<file path="config.mk">
export PLATFORM = sky130hd
export DESIGN_NAME = blob_tracker_top
export DESIGN_NICKNAME = d
export VERILOG_FILES = /design/src/logic/track_pkg.sv /design/src/logic/pixel_reconstruct.sv /design/src/logic/chroma_mask.sv /design/src/logic/com_divider.sv /design/src/logic/center_of_mass.sv /design/src/logic/blob_tracker_top.sv
export SDC_FILE = /design/constraint.sdc
export NUM_CORES = 1
export LEC_CHECK = 0
export ABC_AREA = 1
export BUFFER_PORTS_ARGS = -buffer_cell sky130_fd_sc_hd__buf_4
export CAP_MARGIN = 20
export CELL_PAD_IN_SITES_DETAIL_PLACEMENT = 1
export CELL_PAD_IN_SITES_GLOBAL_PLACEMENT = 2
export CORE_ASPECT_RATIO = 1.4
export CORE_MARGIN = 2
export CORE_UTILIZATION = 44
export CTS_BUF_LIST = sky130_fd_sc_hd__clkbuf_8
export CTS_CLUSTER_DIAMETER = 120
export DETAILED_ROUTE_END_ITERATION = 12
export GPL_TIMING_DRIVEN = 0
export PLACE_DENSITY_LB_ADDON = 0.1
export SLEW_MARGIN = 10
export SYNTH_ARGS = -nofsm -noshare
export SYNTH_HDL_FRONTEND = slang
export SYNTH_SLANG_ARGS = --single-unit
</file>
<file path="constraint.sdc">
create_clock -name clk_camera -period 8.5 [get_ports clk_camera]
set_clock_uncertainty 0.2 [all_clocks]
set_input_delay 0.85 -clock clk_camera [delete_from_list [all_inputs] [get_ports clk_camera]]
set_output_delay 0.85 -clock clk_camera [all_outputs]
set_load 0.03 [all_outputs]
</file>
<file path="src/logic/track_pkg.sv">
package track_pkg;

  // pixel geometry, sized for a 1280x720 frame
  localparam int HCOUNT_W  = 11;
  localparam int VCOUNT_W  = 10;
  localparam int CHAN_W    = 8;   // one colour or luma/chroma channel
  localparam int SUM_W     = 32;  // coordinate sum over a full frame
  localparam int COUNT_W   = 21;  // masked pixels per frame
  localparam int DIV_STEPS = SUM_W;            // one quotient bit per step
  localparam int STEP_W    = $clog2(DIV_STEPS);
  localparam int COEF_W    = 9;   // signed, holds 129 and -94
  localparam int ACC_W     = 18;  // products and sums of the colour matrix

  typedef logic [HCOUNT_W-1:0] hcount_t;
  typedef logic [VCOUNT_W-1:0] vcount_t;
  typedef logic [CHAN_W-1:0]   chan_t;
  typedef logic [SUM_W-1:0]    sum_t;
  typedef logic [COUNT_W-1:0]  count_t;
  typedef logic [STEP_W-1:0]   step_t;
  typedef logic signed [COEF_W-1:0] coef_t;
  typedef logic signed [ACC_W-1:0]  acc_t;

  typedef struct packed {
    logic [4:0] red;   // bits 15..11
    logic [5:0] green; // bits 10..5
    logic [4:0] blue;  // bits 4..0
  } rgb565_t;

  // codes 3 and 7 are unused and select nothing
  typedef enum logic [2:0] {
    CH_GREEN = 3'd0,
    CH_RED   = 3'd1,
    CH_BLUE  = 3'd2,
    CH_LUMA  = 3'd4,
    CH_CR    = 3'd5,
    CH_CB    = 3'd6
  } chan_sel_e;

  // BT.601 integer matrix, result scaled by 256
  localparam coef_t Y_R  = 9'sd66;
  localparam coef_t Y_G  = 9'sd129;
  localparam coef_t Y_B  = 9'sd25;
  localparam coef_t CB_R = -9'sd38;
  localparam coef_t CB_G = -9'sd74;
  localparam coef_t CB_B = 9'sd112;
  localparam coef_t CR_R = 9'sd112;
  localparam coef_t CR_G = -9'sd94;
  localparam coef_t CR_B = -9'sd18;

  localparam acc_t ROUND      = 18'sd128; // half lsb before the shift
  localparam int   COEF_SHIFT = 8;
  localparam acc_t Y_OFFSET   = 18'sd16;
  localparam acc_t C_OFFSET   = 18'sd128;
  localparam acc_t CHAN_MAX   = 18'sd255;

endpackage

</file>
<file path="src/logic/pixel_reconstruct.sv">
`timescale 1ns/10ps

module pixel_reconstruct (
  input  logic               clk_camera,
  input  logic               sys_rst_pixel,
  input  logic               cam_pclk_i,   // async, from the camera
  input  logic               cam_hsync_i,  // async, high during active line
  input  logic               cam_vsync_i,  // async, rises at frame end
  input  logic [7:0]         cam_data_i,
  output logic               pix_valid_o,
  output track_pkg::rgb565_t pix_data_o,
  output track_pkg::hcount_t pix_hcount_o,
  output track_pkg::vcount_t pix_vcount_o,
  output logic               frame_end_o
);
  import track_pkg::*;

  // two-flop synchronizers
  logic       pclk_s1, pclk_s2;
  logic       hsync_s1, hsync_s2;
  logic       vsync_s1, vsync_s2;
  logic [7:0] data_s1, data_s2;

  // previous synchronized sample for edge detection
  logic pclk_prev, hsync_prev, vsync_prev;

  // edge strobes, registered once before use
  logic       take_byte_q;  // pclk rise inside an active line
  logic       hsync_fall_q;
  logic       vsync_rise_q;
  logic [7:0] byte_q;

  logic    phase_q;  // 0 waits for high byte, 1 waits for low byte
  logic [7:0] high_q;
  hcount_t hcount_q;
  vcount_t vcount_q;

  always_ff @(posedge clk_camera) begin
    if (sys_rst_pixel) begin
      pclk_s1    <= 1'b0;
      pclk_s2    <= 1'b0;
      hsync_s1   <= 1'b0;
      hsync_s2   <= 1'b0;
      vsync_s1   <= 1'b0;
      vsync_s2   <= 1'b0;
      pclk_prev  <= 1'b0;
      hsync_prev <= 1'b0;
      vsync_prev <= 1'b0;
    end else begin
      pclk_s1    <= cam_pclk_i;
      pclk_s2    <= pclk_s1;
      hsync_s1   <= cam_hsync_i;
      hsync_s2   <= hsync_s1;
      vsync_s1   <= cam_vsync_i;
      vsync_s2   <= vsync_s1;
      pclk_prev  <= pclk_s2;
      hsync_prev <= hsync_s2;
      vsync_prev <= vsync_s2;
    end
  end

  always_ff @(posedge clk_camera) begin
    data_s1 <= cam_data_i;
    data_s2 <= data_s1;
    byte_q  <= data_s2;  // lines up with take_byte_q
  end

  // stage 1: edge seen in this cycle, registered
  always_ff @(posedge clk_camera) begin
    if (sys_rst_pixel) begin
      take_byte_q  <= 1'b0;
      hsync_fall_q <= 1'b0;
      vsync_rise_q <= 1'b0;
    end else begin
      take_byte_q  <= pclk_s2 & ~pclk_prev & hsync_s2;
      hsync_fall_q <= ~hsync_s2 & hsync_prev;
      vsync_rise_q <= vsync_s2 & ~vsync_prev;
    end
  end

  // stage 2: byte pairing and coordinate counters
  always_ff @(posedge clk_camera) begin
    if (sys_rst_pixel) begin
      phase_q     <= 1'b0;
      hcount_q    <= '0;
      vcount_q    <= '0;
      pix_valid_o <= 1'b0;
      frame_end_o <= 1'b0;
    end else begin
      pix_valid_o <= 1'b0;
      frame_end_o <= vsync_rise_q;
      if (take_byte_q) begin
        phase_q <= ~phase_q;
        if (phase_q) begin
          pix_valid_o <= 1'b1;        // second byte completes the pixel
          hcount_q    <= hcount_q + 1'b1;
        end
      end
      if (hsync_fall_q) begin  // end of line
        phase_q  <= 1'b0;
        hcount_q <= '0;
        vcount_q <= vcount_q + 1'b1;
      end
      if (vsync_rise_q) vcount_q <= '0;  // wins over a coincident line end
    end
  end

  always_ff @(posedge clk_camera) begin
    if (take_byte_q && !phase_q) high_q <= byte_q;  // hold first byte
    if (take_byte_q && phase_q) begin
      pix_data_o   <= {high_q, byte_q};
      pix_hcount_o <= hcount_q;
      pix_vcount_o <= vcount_q;
    end
  end

endmodule

</file>
<file path="src/logic/chroma_mask.sv">
`timescale 1ns/10ps

module chroma_mask (
  input  logic                 clk_camera,
  input  logic                 sys_rst_pixel,
  input  logic                 pix_valid_i,
  input  track_pkg::rgb565_t   pix_data_i,
  input  track_pkg::hcount_t   pix_hcount_i,
  input  track_pkg::vcount_t   pix_vcount_i,
  input  logic                 frame_end_i,
  input  track_pkg::chan_sel_e chan_sel_i,  // stable for a frame
  input  track_pkg::chan_t     lower_i,     // inclusive
  input  track_pkg::chan_t     upper_i,     // inclusive
  output logic                 mask_valid_o,
  output logic                 mask_hit_o,  // read only with mask_valid_o
  output track_pkg::hcount_t   mask_hcount_o,
  output track_pkg::vcount_t   mask_vcount_o,
  output logic                 mask_frame_end_o
);
  import track_pkg::*;

  // side channel, one entry per stage 1..4
  logic    valid_q [1:4];
  logic    fend_q  [1:4];
  hcount_t hcount_q [1:4];
  vcount_t vcount_q [1:4];
  chan_t   red_q   [1:4];
  chan_t   green_q [1:4];
  chan_t   blue_q  [1:4];

  acc_t  prod_y_q [3], prod_cr_q [3], prod_cb_q [3];  // stage 2
  acc_t  sum_y_q, sum_cr_q, sum_cb_q;                 // stage 3
  chan_t y_q, cr_q, cb_q;                             // stage 4

  chan_t sel_chan;
  logic  sel_ok;

  // shift, add offset, saturate to one channel
  function automatic chan_t clip_chan(input acc_t sum, input acc_t offset);
    acc_t scaled;
    scaled = (sum >>> COEF_SHIFT) + offset;
    if (scaled < 0) return '0;
    else if (scaled > CHAN_MAX) return '1;
    else return scaled[CHAN_W-1:0];
  endfunction

  always_ff @(posedge clk_camera) begin
    if (sys_rst_pixel) begin
      for (int s = 1; s <= 4; s++) begin
        valid_q[s] <= 1'b0;
        fend_q[s]  <= 1'b0;
      end
    end else begin
      valid_q[1] <= pix_valid_i;
      fend_q[1]  <= frame_end_i;
      for (int s = 2; s <= 4; s++) begin
        valid_q[s] <= valid_q[s-1];
        fend_q[s]  <= fend_q[s-1];
      end
    end
  end

  // stage 1: 565 to 888 by zero fill
  always_ff @(posedge clk_camera) begin
    red_q[1]    <= {pix_data_i.red, 3'b000};
    green_q[1]  <= {pix_data_i.green, 2'b00};
    blue_q[1]   <= {pix_data_i.blue, 3'b000};
    hcount_q[1] <= pix_hcount_i;
    vcount_q[1] <= pix_vcount_i;
    for (int s = 2; s <= 4; s++) begin
      red_q[s]    <= red_q[s-1];
      green_q[s]  <= green_q[s-1];
      blue_q[s]   <= blue_q[s-1];
      hcount_q[s] <= hcount_q[s-1];
      vcount_q[s] <= vcount_q[s-1];
    end
  end

  // stage 2: nine signed products
  always_ff @(posedge clk_camera) begin
    prod_y_q[0]  <= $signed({1'b0, red_q[1]}) * Y_R;
    prod_y_q[1]  <= $signed({1'b0, green_q[1]}) * Y_G;
    prod_y_q[2]  <= $signed({1'b0, blue_q[1]}) * Y_B;
    prod_cr_q[0] <= $signed({1'b0, red_q[1]}) * CR_R;
    prod_cr_q[1] <= $signed({1'b0, green_q[1]}) * CR_G;
    prod_cr_q[2] <= $signed({1'b0, blue_q[1]}) * CR_B;
    prod_cb_q[0] <= $signed({1'b0, red_q[1]}) * CB_R;
    prod_cb_q[1] <= $signed({1'b0, green_q[1]}) * CB_G;
    prod_cb_q[2] <= $signed({1'b0, blue_q[1]}) * CB_B;
  end

  // stage 3: sums with rounding, stage 4: scale, offset and clip
  always_ff @(posedge clk_camera) begin
    sum_y_q  <= prod_y_q[0] + prod_y_q[1] + prod_y_q[2] + ROUND;
    sum_cr_q <= prod_cr_q[0] + prod_cr_q[1] + prod_cr_q[2] + ROUND;
    sum_cb_q <= prod_cb_q[0] + prod_cb_q[1] + prod_cb_q[2] + ROUND;
    y_q  <= clip_chan(sum_y_q, Y_OFFSET);
    cr_q <= clip_chan(sum_cr_q, C_OFFSET);
    cb_q <= clip_chan(sum_cb_q, C_OFFSET);
  end

  always_comb begin
    sel_ok = 1'b1;
    case (chan_sel_i)
      CH_GREEN: sel_chan = green_q[4];
      CH_RED:   sel_chan = red_q[4];
      CH_BLUE:  sel_chan = blue_q[4];
      CH_LUMA:  sel_chan = y_q;
      CH_CR:    sel_chan = cr_q;
      CH_CB:    sel_chan = cb_q;
      default: begin
        sel_chan = '0;
        sel_ok   = 1'b0;  // unused codes never hit
      end
    endcase
  end

  // stage 5: threshold
  always_ff @(posedge clk_camera) begin
    if (sys_rst_pixel) begin
      mask_valid_o     <= 1'b0;
      mask_frame_end_o <= 1'b0;
    end else begin
      mask_valid_o     <= valid_q[4];
      mask_frame_end_o <= fend_q[4];
    end
  end

  always_ff @(posedge clk_camera) begin
    mask_hit_o    <= sel_ok && (sel_chan >= lower_i) && (sel_chan <= upper_i);
    mask_hcount_o <= hcount_q[4];
    mask_vcount_o <= vcount_q[4];
  end

endmodule

</file>
<file path="src/logic/com_divider.sv">
`timescale 1ns/10ps

module com_divider (
  input  logic              clk_camera,
  input  logic              sys_rst_pixel,
  input  logic              start_i,     // loads operands, restarts if busy
  input  track_pkg::sum_t   dividend_i,
  input  track_pkg::count_t divisor_i,   // nonzero
  output track_pkg::sum_t   quotient_o,  // valid with done_o
  output logic              done_o
);
  import track_pkg::*;

  logic   busy_q;
  step_t  step_q;
  count_t divisor_q;
  count_t rem_q;      // partial remainder, always below the divisor

  logic [COUNT_W:0] shifted;  // remainder with next dividend bit
  logic [COUNT_W:0] diff;
  logic             fits;

  // quotient register doubles as the dividend shift register
  assign shifted = {rem_q, quotient_o[SUM_W-1]};
  assign diff    = shifted - {1'b0, divisor_q};
  assign fits    = shifted >= {1'b0, divisor_q};

  always_ff @(posedge clk_camera) begin
    if (sys_rst_pixel) begin
      busy_q <= 1'b0;
      step_q <= '0;
      done_o <= 1'b0;
    end else begin
      done_o <= 1'b0;
      if (start_i) begin
        busy_q <= 1'b1;
        step_q <= '0;
      end else if (busy_q) begin
        step_q <= step_q + 1'b1;
        if (step_q == STEP_W'(DIV_STEPS - 1)) begin  // last quotient bit
          busy_q <= 1'b0;
          done_o <= 1'b1;
        end
      end
    end
  end

  always_ff @(posedge clk_camera) begin
    if (start_i) begin
      quotient_o <= dividend_i;
      divisor_q  <= divisor_i;
      rem_q      <= '0;
    end else if (busy_q) begin
      quotient_o <= {quotient_o[SUM_W-2:0], fits};
      // restore by keeping the shifted value when the subtract fails
      rem_q      <= fits ? diff[COUNT_W-1:0] : shifted[COUNT_W-1:0];
    end
  end

endmodule

</file>
<file path="src/logic/center_of_mass.sv">
`timescale 1ns/10ps

module center_of_mass (
  input  logic               clk_camera,
  input  logic               sys_rst_pixel,
  input  logic               mask_valid_i,
  input  logic               mask_hit_i,
  input  track_pkg::hcount_t mask_hcount_i,
  input  track_pkg::vcount_t mask_vcount_i,
  input  logic               mask_frame_end_i,
  output track_pkg::hcount_t com_x_o,     // holds last good frame
  output track_pkg::vcount_t com_y_o,
  output logic               com_valid_o  // one pulse per nonempty frame
);
  import track_pkg::*;

  logic   hit;
  sum_t   sum_x_q, sum_y_q;
  count_t count_q;
  sum_t   sum_x_next, sum_y_next;  // totals including this cycle's hit
  count_t count_next;
  logic   div_start;

  sum_t quo_x, quo_y;
  logic done_x, done_y;

  always_comb begin
    hit        = mask_valid_i & mask_hit_i;
    sum_x_next = sum_x_q;
    sum_y_next = sum_y_q;
    count_next = count_q;
    if (hit) begin
      sum_x_next = sum_x_q + SUM_W'(mask_hcount_i);
      sum_y_next = sum_y_q + SUM_W'(mask_vcount_i);
      count_next = count_q + 1'b1;
    end
  end

  // an empty frame starts nothing, so outputs keep their values
  assign div_start = mask_frame_end_i && (count_next != '0);

  always_ff @(posedge clk_camera) begin
    if (sys_rst_pixel) begin
      sum_x_q <= '0;
      sum_y_q <= '0;
      count_q <= '0;
    end else if (mask_frame_end_i) begin
      sum_x_q <= '0;  // totals go to the dividers this cycle
      sum_y_q <= '0;
      count_q <= '0;
    end else begin
      sum_x_q <= sum_x_next;
      sum_y_q <= sum_y_next;
      count_q <= count_next;
    end
  end

  com_divider div_x (
    .clk_camera   (clk_camera),
    .sys_rst_pixel(sys_rst_pixel),
    .start_i      (div_start),
    .dividend_i   (sum_x_next),
    .divisor_i    (count_next),
    .quotient_o   (quo_x),
    .done_o       (done_x)
  );

  com_divider div_y (
    .clk_camera   (clk_camera),
    .sys_rst_pixel(sys_rst_pixel),
    .start_i      (div_start),
    .dividend_i   (sum_y_next),
    .divisor_i    (count_next),
    .quotient_o   (quo_y),
    .done_o       (done_y)
  );

  // mean is below the largest coordinate, so truncation is lossless
  always_ff @(posedge clk_camera) begin
    if (sys_rst_pixel) begin
      com_x_o     <= '0;
      com_y_o     <= '0;
      com_valid_o <= 1'b0;
    end else begin
      com_valid_o <= done_x & done_y;  // both finish together
      if (done_x) com_x_o <= quo_x[HCOUNT_W-1:0];
      if (done_y) com_y_o <= quo_y[VCOUNT_W-1:0];
    end
  end

endmodule

</file>
<file path="src/logic/blob_tracker_top.sv">
`timescale 1ns/10ps

module blob_tracker_top (
  input  logic                 clk_camera,
  input  logic                 sys_rst_pixel,
  input  logic                 cam_pclk_i,
  input  logic                 cam_hsync_i,
  input  logic                 cam_vsync_i,
  input  logic [7:0]           cam_data_i,
  input  track_pkg::chan_sel_e chan_sel_i,
  input  track_pkg::chan_t     lower_i,
  input  track_pkg::chan_t     upper_i,
  output track_pkg::hcount_t   com_x_o,
  output track_pkg::vcount_t   com_y_o,
  output logic                 com_valid_o
);
  import track_pkg::*;

  // capture to mask pipeline
  logic    pix_valid, frame_end;
  rgb565_t pix_data;
  hcount_t pix_hcount;
  vcount_t pix_vcount;

  // mask pipeline to accumulator, 5 cycles later
  logic    mask_valid, mask_hit, mask_frame_end;
  hcount_t mask_hcount;
  vcount_t mask_vcount;

  pixel_reconstruct capture0 (
    .clk_camera   (clk_camera),
    .sys_rst_pixel(sys_rst_pixel),
    .cam_pclk_i   (cam_pclk_i),
    .cam_hsync_i  (cam_hsync_i),
    .cam_vsync_i  (cam_vsync_i),
    .cam_data_i   (cam_data_i),
    .pix_valid_o  (pix_valid),
    .pix_data_o   (pix_data),
    .pix_hcount_o (pix_hcount),
    .pix_vcount_o (pix_vcount),
    .frame_end_o  (frame_end)
  );

  chroma_mask mask0 (
    .clk_camera      (clk_camera),
    .sys_rst_pixel   (sys_rst_pixel),
    .pix_valid_i     (pix_valid),
    .pix_data_i      (pix_data),
    .pix_hcount_i    (pix_hcount),
    .pix_vcount_i    (pix_vcount),
    .frame_end_i     (frame_end),
    .chan_sel_i      (chan_sel_i),
    .lower_i         (lower_i),
    .upper_i         (upper_i),
    .mask_valid_o    (mask_valid),
    .mask_hit_o      (mask_hit),
    .mask_hcount_o   (mask_hcount),
    .mask_vcount_o   (mask_vcount),
    .mask_frame_end_o(mask_frame_end)
  );

  center_of_mass com0 (
    .clk_camera      (clk_camera),
    .sys_rst_pixel   (sys_rst_pixel),
    .mask_valid_i    (mask_valid),
    .mask_hit_i      (mask_hit),
    .mask_hcount_i   (mask_hcount),
    .mask_vcount_i   (mask_vcount),
    .mask_frame_end_i(mask_frame_end),
    .com_x_o         (com_x_o),
    .com_y_o         (com_y_o),
    .com_valid_o     (com_valid_o)
  );

endmodule

</file>
After elaboration in Yosys (flattened, before gate mapping)
Memory sizes are Yosys's and may differ from the RTL's. A register that Yosys moved wholly into a read port is not among the register bits.
Cells that the tools add are included.
{"block": "word_totals", "mem_count": 10, "ff_bits": 432, "mem_bits_rw": 338, "in_bits": 32, "word_cells": 181}
{"block": "classes", "mul": 9, "addsub": 21, "eq_ne": 7, "n_reduce_logical": 19, "muxes": 34, "bitwise": 21, "n_lt_le_gt_ge": 10}
{"name": "mask0.prod_cb_q", "words": 3, "width": 17, "read_ports": 3, "rd_ports_with_merged_regs": 0, "wr": 3, "line": "chroma_mask.sv:31", "source": "acc_t prod_y_q [3], prod_cr_q [3], prod_cb_q [3];"}
{"name": "mask0.prod_cr_q", "words": 3, "width": 17, "read_ports": 3, "rd_ports_with_merged_regs": 0, "wr": 3, "line": "chroma_mask.sv:31"}
{"name": "mask0.prod_y_q", "words": 3, "width": 16, "read_ports": 3, "rd_ports_with_merged_regs": 0, "wr": 3, "line": "chroma_mask.sv:31"}
{"name": "mask0.hcount_q", "words": 4, "width": 11, "read_ports": 4, "rd_ports_with_merged_regs": 1, "wr": 4, "line": "chroma_mask.sv:25", "source": "hcount_t hcount_q [1:4];"}
{"name": "mask0.vcount_q", "words": 4, "width": 10, "read_ports": 4, "rd_ports_with_merged_regs": 1, "wr": 4, "line": "chroma_mask.sv:26", "source": "vcount_t vcount_q [1:4];"}
{"name": "mask0.blue_q", "words": 4, "width": 8, "read_ports": 4, "rd_ports_with_merged_regs": 0, "wr": 4, "line": "chroma_mask.sv:29", "source": "chan_t blue_q [1:4];"}
{"name": "+4 memories"}
{"op": "two-way mux 32 bit", "n": 6}
{"op": "adder 18 bit", "n": 6}
{"op": "two-way mux 21 bit", "n": 3}
{"op": "adder 18 x 9 -> 18 bit, second input constant", "n": 3}
{"op": "case mux 8 bit (6 select lines)", "n": 1}
{"op": ">= comparator 22 x 21 -> 1 bit", "n": 2}
{"op": "subtractor 21 bit", "n": 2}
{"op": "> comparator 11 x 9 -> 1 bit, second input constant", "n": 3}
{"op": "less-than comparator 11 x 1 -> 1 bit, second input constant", "n": 3}
{"op": "adder 32 x 10 -> 32 bit", "n": 1}
{"op": "adder 32 x 11 -> 32 bit", "n": 1}
{"op": "multiplier 9 x 7 -> 16 bit, second input constant", "n": 2}
{"op": "two-way mux 8 bit", "n": 3}
{"op": "adder 10 x 9 -> 11 bit, second input constant", "n": 2}
{"op": "multiplier 8 x 3 -> 11 bit, second input constant", "n": 2}
{"op": "adder 21 x 1 -> 21 bit, second input constant", "n": 1}
{"op": "two-way mux 1 bit", "n": 21}
{"op": "nonzero test 21 bit", "n": 1}
{"op": "multiplier 8 x 8 -> 16 bit, second input constant", "n": 1}
{"op": "multiplier 9 x 6 -> 15 bit, second input constant", "n": 1}
{"op": "multiplier 8 x 6 -> 14 bit, second input constant", "n": 1}
{"op": "multiplier 9 x 5 -> 14 bit, second input constant", "n": 1}
{"op": "multiplier 8 x 5 -> 13 bit, second input constant", "n": 1}
{"op": "adder 10 x 6 -> 11 bit, second input constant", "n": 1}
{"op": "other kinds (20)", "n": 52}

Longest topological paths before layout
{"block": "logic_depth", "ltp_word": 5, "depth_mapped": 17, "ltp_nobuf": 17}

By module
A second synthesis with hierarchy kept.
{"block": "hier_totals", "hier_cells": 3830, "area_unflattened_um2": 32728.9}
{"mod": "chroma_mask", "area_each_um2": 13251.5, "seq_area_each_um2": 5925.7, "instances": 1, "cells_each": 1274}
{"mod": "center_of_mass", "area_each_um2": 6437.4, "seq_area_each_um2": 2142.1, "instances": 1, "cells_each": 1005}
{"mod": "com_divider (com0.div_x)", "area_each_um2": 4909.7, "seq_area_each_um2": 2152.1, "instances": 1, "cells_each": 647}
{"mod": "com_divider (com0.div_y)", "area_each_um2": 4822.1, "seq_area_each_um2": 2152.1, "instances": 1, "cells_each": 634}
{"mod": "pixel_reconstruct", "area_each_um2": 3308.2, "seq_area_each_um2": 2552.4, "instances": 1, "cells_each": 270}

Least setup slack after synthesis
No wires, ideal clock.
{"block": "synth_timing", "path_kind": "register to register", "start": "reg, netlist name mask0.green_q[0][13]", "end": "mem mask0.prod_cb_q[0][33] (netlist name)", "stages_incl_launch_ff": 16, "arrival_time_ns": 3.622, "slack_ns": 4.606, "n_path_buf": 0, "path_cell_list": "dfxtp_1 inv_1 ha_1 fa_1 fa_1 fa_1 inv_1 ha_1 nand2_1 a21oi_1 nor3b_1 o21ai_0 nand2_1 nand2_1 a21oi_1 xor2_1"}
{"item": "to (decl)", "line": "chroma_mask.sv:31"}

==> results.cfg <==
[outcome]
status = finished, final reports clean

[min_path]
hold_path_depth = 0
hold_end = mask0.mask_hcount_o[6]$_DFF_P_
worstHoldStart = mask0.hcount_q[4][6]$_DFF_P_
hold_class = register to register

[clock_network]
clkLatencyLatePin_ps = 730
cts_root_buffer = clkbuf_8
cts_max_path_buffers = 3
numCtsBuffers = 101
clock_sinks = 649
ctsResizeCount = 0
clkTransAtPathRegs_ps = 70
htreeDepth = 3
cts_tree = built

[drt]
wl_per_cell_um = 17.6
drt-pass1-iter-count = 5
via_per_inst = 5.00
wl_um = 84300
ant_nets = 0
drc = 0
vias = 24000
drt-initial-drc-count = 777

[synthesis]
ys_types = 52
ys_ff_latch = 649
ys_async_sr_fraction_pct = 0
yosysSeqAreaShare_pct = 45.5
syn_avg_cell_area_um2 = 8.70
synth_ff_type = dfxtp_1
yosys_warnings = 0
synthCells = 3608
syn_area_mm2 = 0.0314
syn_nets = 3991
synth_enable_flop_cells = 130

[setup_path]
cp_max_fo = 5
cpPeakStageDelay_ps = 570
ff2ff_path_depth = 16
path_cells = inv_1 -> ha_1 -> inv_1 -> fa_1 -> fa_1 -> fa_1 -> inv_1 -> ha_1 -> nand2_1 -> a21oi_1 -> nor3b_1 -> o21ai_0 -> nand2_1 -> nand2_1 -> a21oi_1 -> xor2_1
cp-end-kind = register
timing.rr.end = mask0.prod_cb_q[0][33]$_DFF_P_
critical_path.top_delay_family = adder cells
arrival_ps = 5010
cp_num_buf_inv = 3
criticalPathCategory = register to register
r2r_start = mask0.green_q[0][10]$_DFF_P_
critPathSlowestCell = dfxtp_1
r2r_slack_ps = 3940
crit_required_ps = 8950
worstSetupStartpointType = register

[pwr]
p_clk_share_pct = 43.7
p_leak_nw = 16.9
peakVddDrop_mv = 0.208
swShare_pct = 24.2
switchingPower_mw = 1.55
comb_power_share_pct = 6.3
p_seq_share_pct = 50.0
power_density_mw_per_mm2 = 182
intPower_mw = 4.86

[timing]
worstMarginPinSlew_ps = 960
rsz0062_at_grt = no
final.period_utilization_pct = 53.6
finalSetupTns_ps = 0
hold_viol_final = 0
maxSlewHeadroom_pct = 36.0
fin_crit_ps = 4560
drv_slew = 0
finalSetupViolCount = 0
fmax_mhz = 219

[finish]
fillers = 8393
final_area_mm2 = 0.0353
fin_nets = 4156
drive_above_1_share_pct = 7.23
syn2layout_area_growth_pct = 12.3
final_cells = 4796

[floorplanning]
die_y_um = 320
die_w_um = 230
die_area_mm2 = 0.0735
row_count = 115
boundaryPins = 54
start_util_pct = 44.5
coreArea_mm2 = 0.0705

[place]
place_area_mm2 = 0.0330
gp_routability_congestion = 0.947
port_buffers = 53
hpwlAfterDp_um = 67000
dp_cells = 4598

[global_routing]
grt-ovfl-total = 0
track_usage_pct = 23.2
grt_pass1_vias = 26200
grt_max_degree = 41
grt_pass1_wl_um = 136000
antenna_found_initial = 2

[job]
cap_violations = 0
synth_stat cells, drive strengths merged (2+ instances only):
library cell,n,share of area (%)
inv,546,6.5
mux2i,8,0.26
nand2,699,8.6
xnor2,48,1.3
o21a,4,0.096
and3,8,0.16
and2,8,0.16
nand4,56,1.1
a211oi,8,0.19
a21o,13,0.31
nor4,6,0.12
nor3b,7,0.17
fa,66,4.2
nor2b,4,0.080
ha,285,11
o21ai,128,2.0
dfxtp,519,33
nand3,243,3.9
o21bai,20,0.48
a21boi,5,0.12
a221oi,4,0.11
o22ai,2,0.040
nor3,39,0.64
o211ai,2,0.048
nor2,341,4.2
o31ai,2,0.048
buf,39,0.84
clkinv,2,0.024
edfxtp,130,12
a21oi,171,2.7
or2,6,0.12
nand3b,59,1.4
clkbuf,36,0.43
xor2,90,2.5
logic make-up (layout without fill, tap and decap cells):
| logic type | after synthesis | count (layout) | share of synthesized area, % |
|---|---|---|---|
| DFF | 649 | 649 | 45.5 |
| xor gates and xnor gates | 138 | 138 | 3.87 |
| AOI/OAI and AO/OA | 363 | 363 | 6.31 |
| buffers and inverters | 623 | 874 | 7.82 |
| muxes | 8 | 8 | 0.255 |
| other | 0 | 1 | 0 |
| and+or+nand+nor | 1476 | 1476 | 20.6 |
| adders and majority gates | 351 | 351 | 15.6 |
power by group through the flow:
stage | Combinational [mW] | Clock (mW) | Sequential, mW
after global placement | 0.391 | 0 | 3.27
final | 0.405 | 2.80 | 3.21
after floorplan | 0.292 | 0 | 3.26
after CTS | 0.407 | 2.90 | 3.21
after global routing | 0.464 | 3.04 | 3.21
after detailed placement | 0.401 | 0 | 3.27
cell type report:
type	instances	area, µm²	share of cell area (%)
diodes	1	2.50	0.00710
clock inverters	70	567	1.61
multi-input cells	2336	14700	41.5
flip-flops and latches	649	14300	40.5
repair buffers	62	489	1.39
well taps	936	1170	3.32
clock buffers	119	1640	4.64
inverters	548	2060	5.83
plain buffers	75	399	1.13
state kept, by name (all words and copies together) (netlist names), 11 cells and up:
register and cells:
mask0.prod_cb_q 34, capture0.pix_data_o 16, com0.div_y.rem_q 21, mask0.blue_q 17
mask0.green_q 18, com0.div_x.divisor_q 21, capture0.hcount_q 11, com0.div_y.quotient_o 32
com0.sum_x_q 32, mask0.mask_hcount_o 11, mask0.prod_y_q 17, mask0.prod_cr_q 26
com0.com_x_o 11, mask0.red_q 15, mask0.vcount_q 40, com0.div_x.rem_q 21
mask0.hcount_q 44, com0.div_x.quotient_o 32, com0.count_q 21, com0.sum_y_q 32
capture0.pix_hcount_o 11
per-stage QoR:
stage / power [mW] / setup slack (ps) / utilization [%] / hold slack (ps)
after CTS: 6.51 / 3860 / 50.0 / 83.8
after global placement: 3.66 / 4010 / 46.8 / 109
final: 6.41 / 3940 / 50.0 / 115
after global routing: 6.71 / 3670 / 50.0 / 130
after detailed placement: 3.67 / 3900 / 46.8 / 113
after floorplan: 3.55 / 4610 / - / 110
layer usage:
metal	up-vias	share of wire, %	global-route usage (%)
met4	0	3.2	8.92
li1	12000	-	-
met5	-	0	0
met2	304	53	44.3
met3	130	2.7	3.01
met1	11600	41	26.0
layout by cell type (no fill, tap or decap), drive strengths merged, types with 66 or more instances in the layout:
cell type	Yosys	routed
inv	546	584
xor2	90	90
clkbuf	36	155
nand2	699	699
a21oi	171	171
nand3	243	243
edfxtp	130	130
fa	66	66
dfxtp	519	519
ha	285	285
nor2	341	341
o21ai	128	128
buf	39	93
worst max path at each step:
stage	startpoint	to	depth (start not counted)
finish	mask0.green_q[0][10]$_DFF_P_	mask0.prod_cb_q[0][33]$_DFF_P_	16
CTS	mask0.green_q[0][10]$_DFF_P_	mask0.prod_cb_q[0][33]$_DFF_P_	16
detailed placement	mask0.green_q[0][10]$_DFF_P_	mask0.prod_cb_q[0][33]$_DFF_P_	16
global route	mask0.green_q[0][10]$_DFF_P_	mask0.prod_cb_q[0][33]$_DFF_P_	16
floorplan	mask0.green_q[0][13]$_DFF_P_	mask0.prod_cb_q[0][33]$_DFF_P_	15
global placement	mask0.green_q[0][10]$_DFF_P_	mask0.prod_cb_q[0][33]$_DFF_P_	16
repair_timing:
action                                 4_1_cts  5_1_grt
buffers inserted                             0        0
hold buffers                                 8        0
endpoints found under the hold margin        8        0
(Power assumes the default switching activity.)
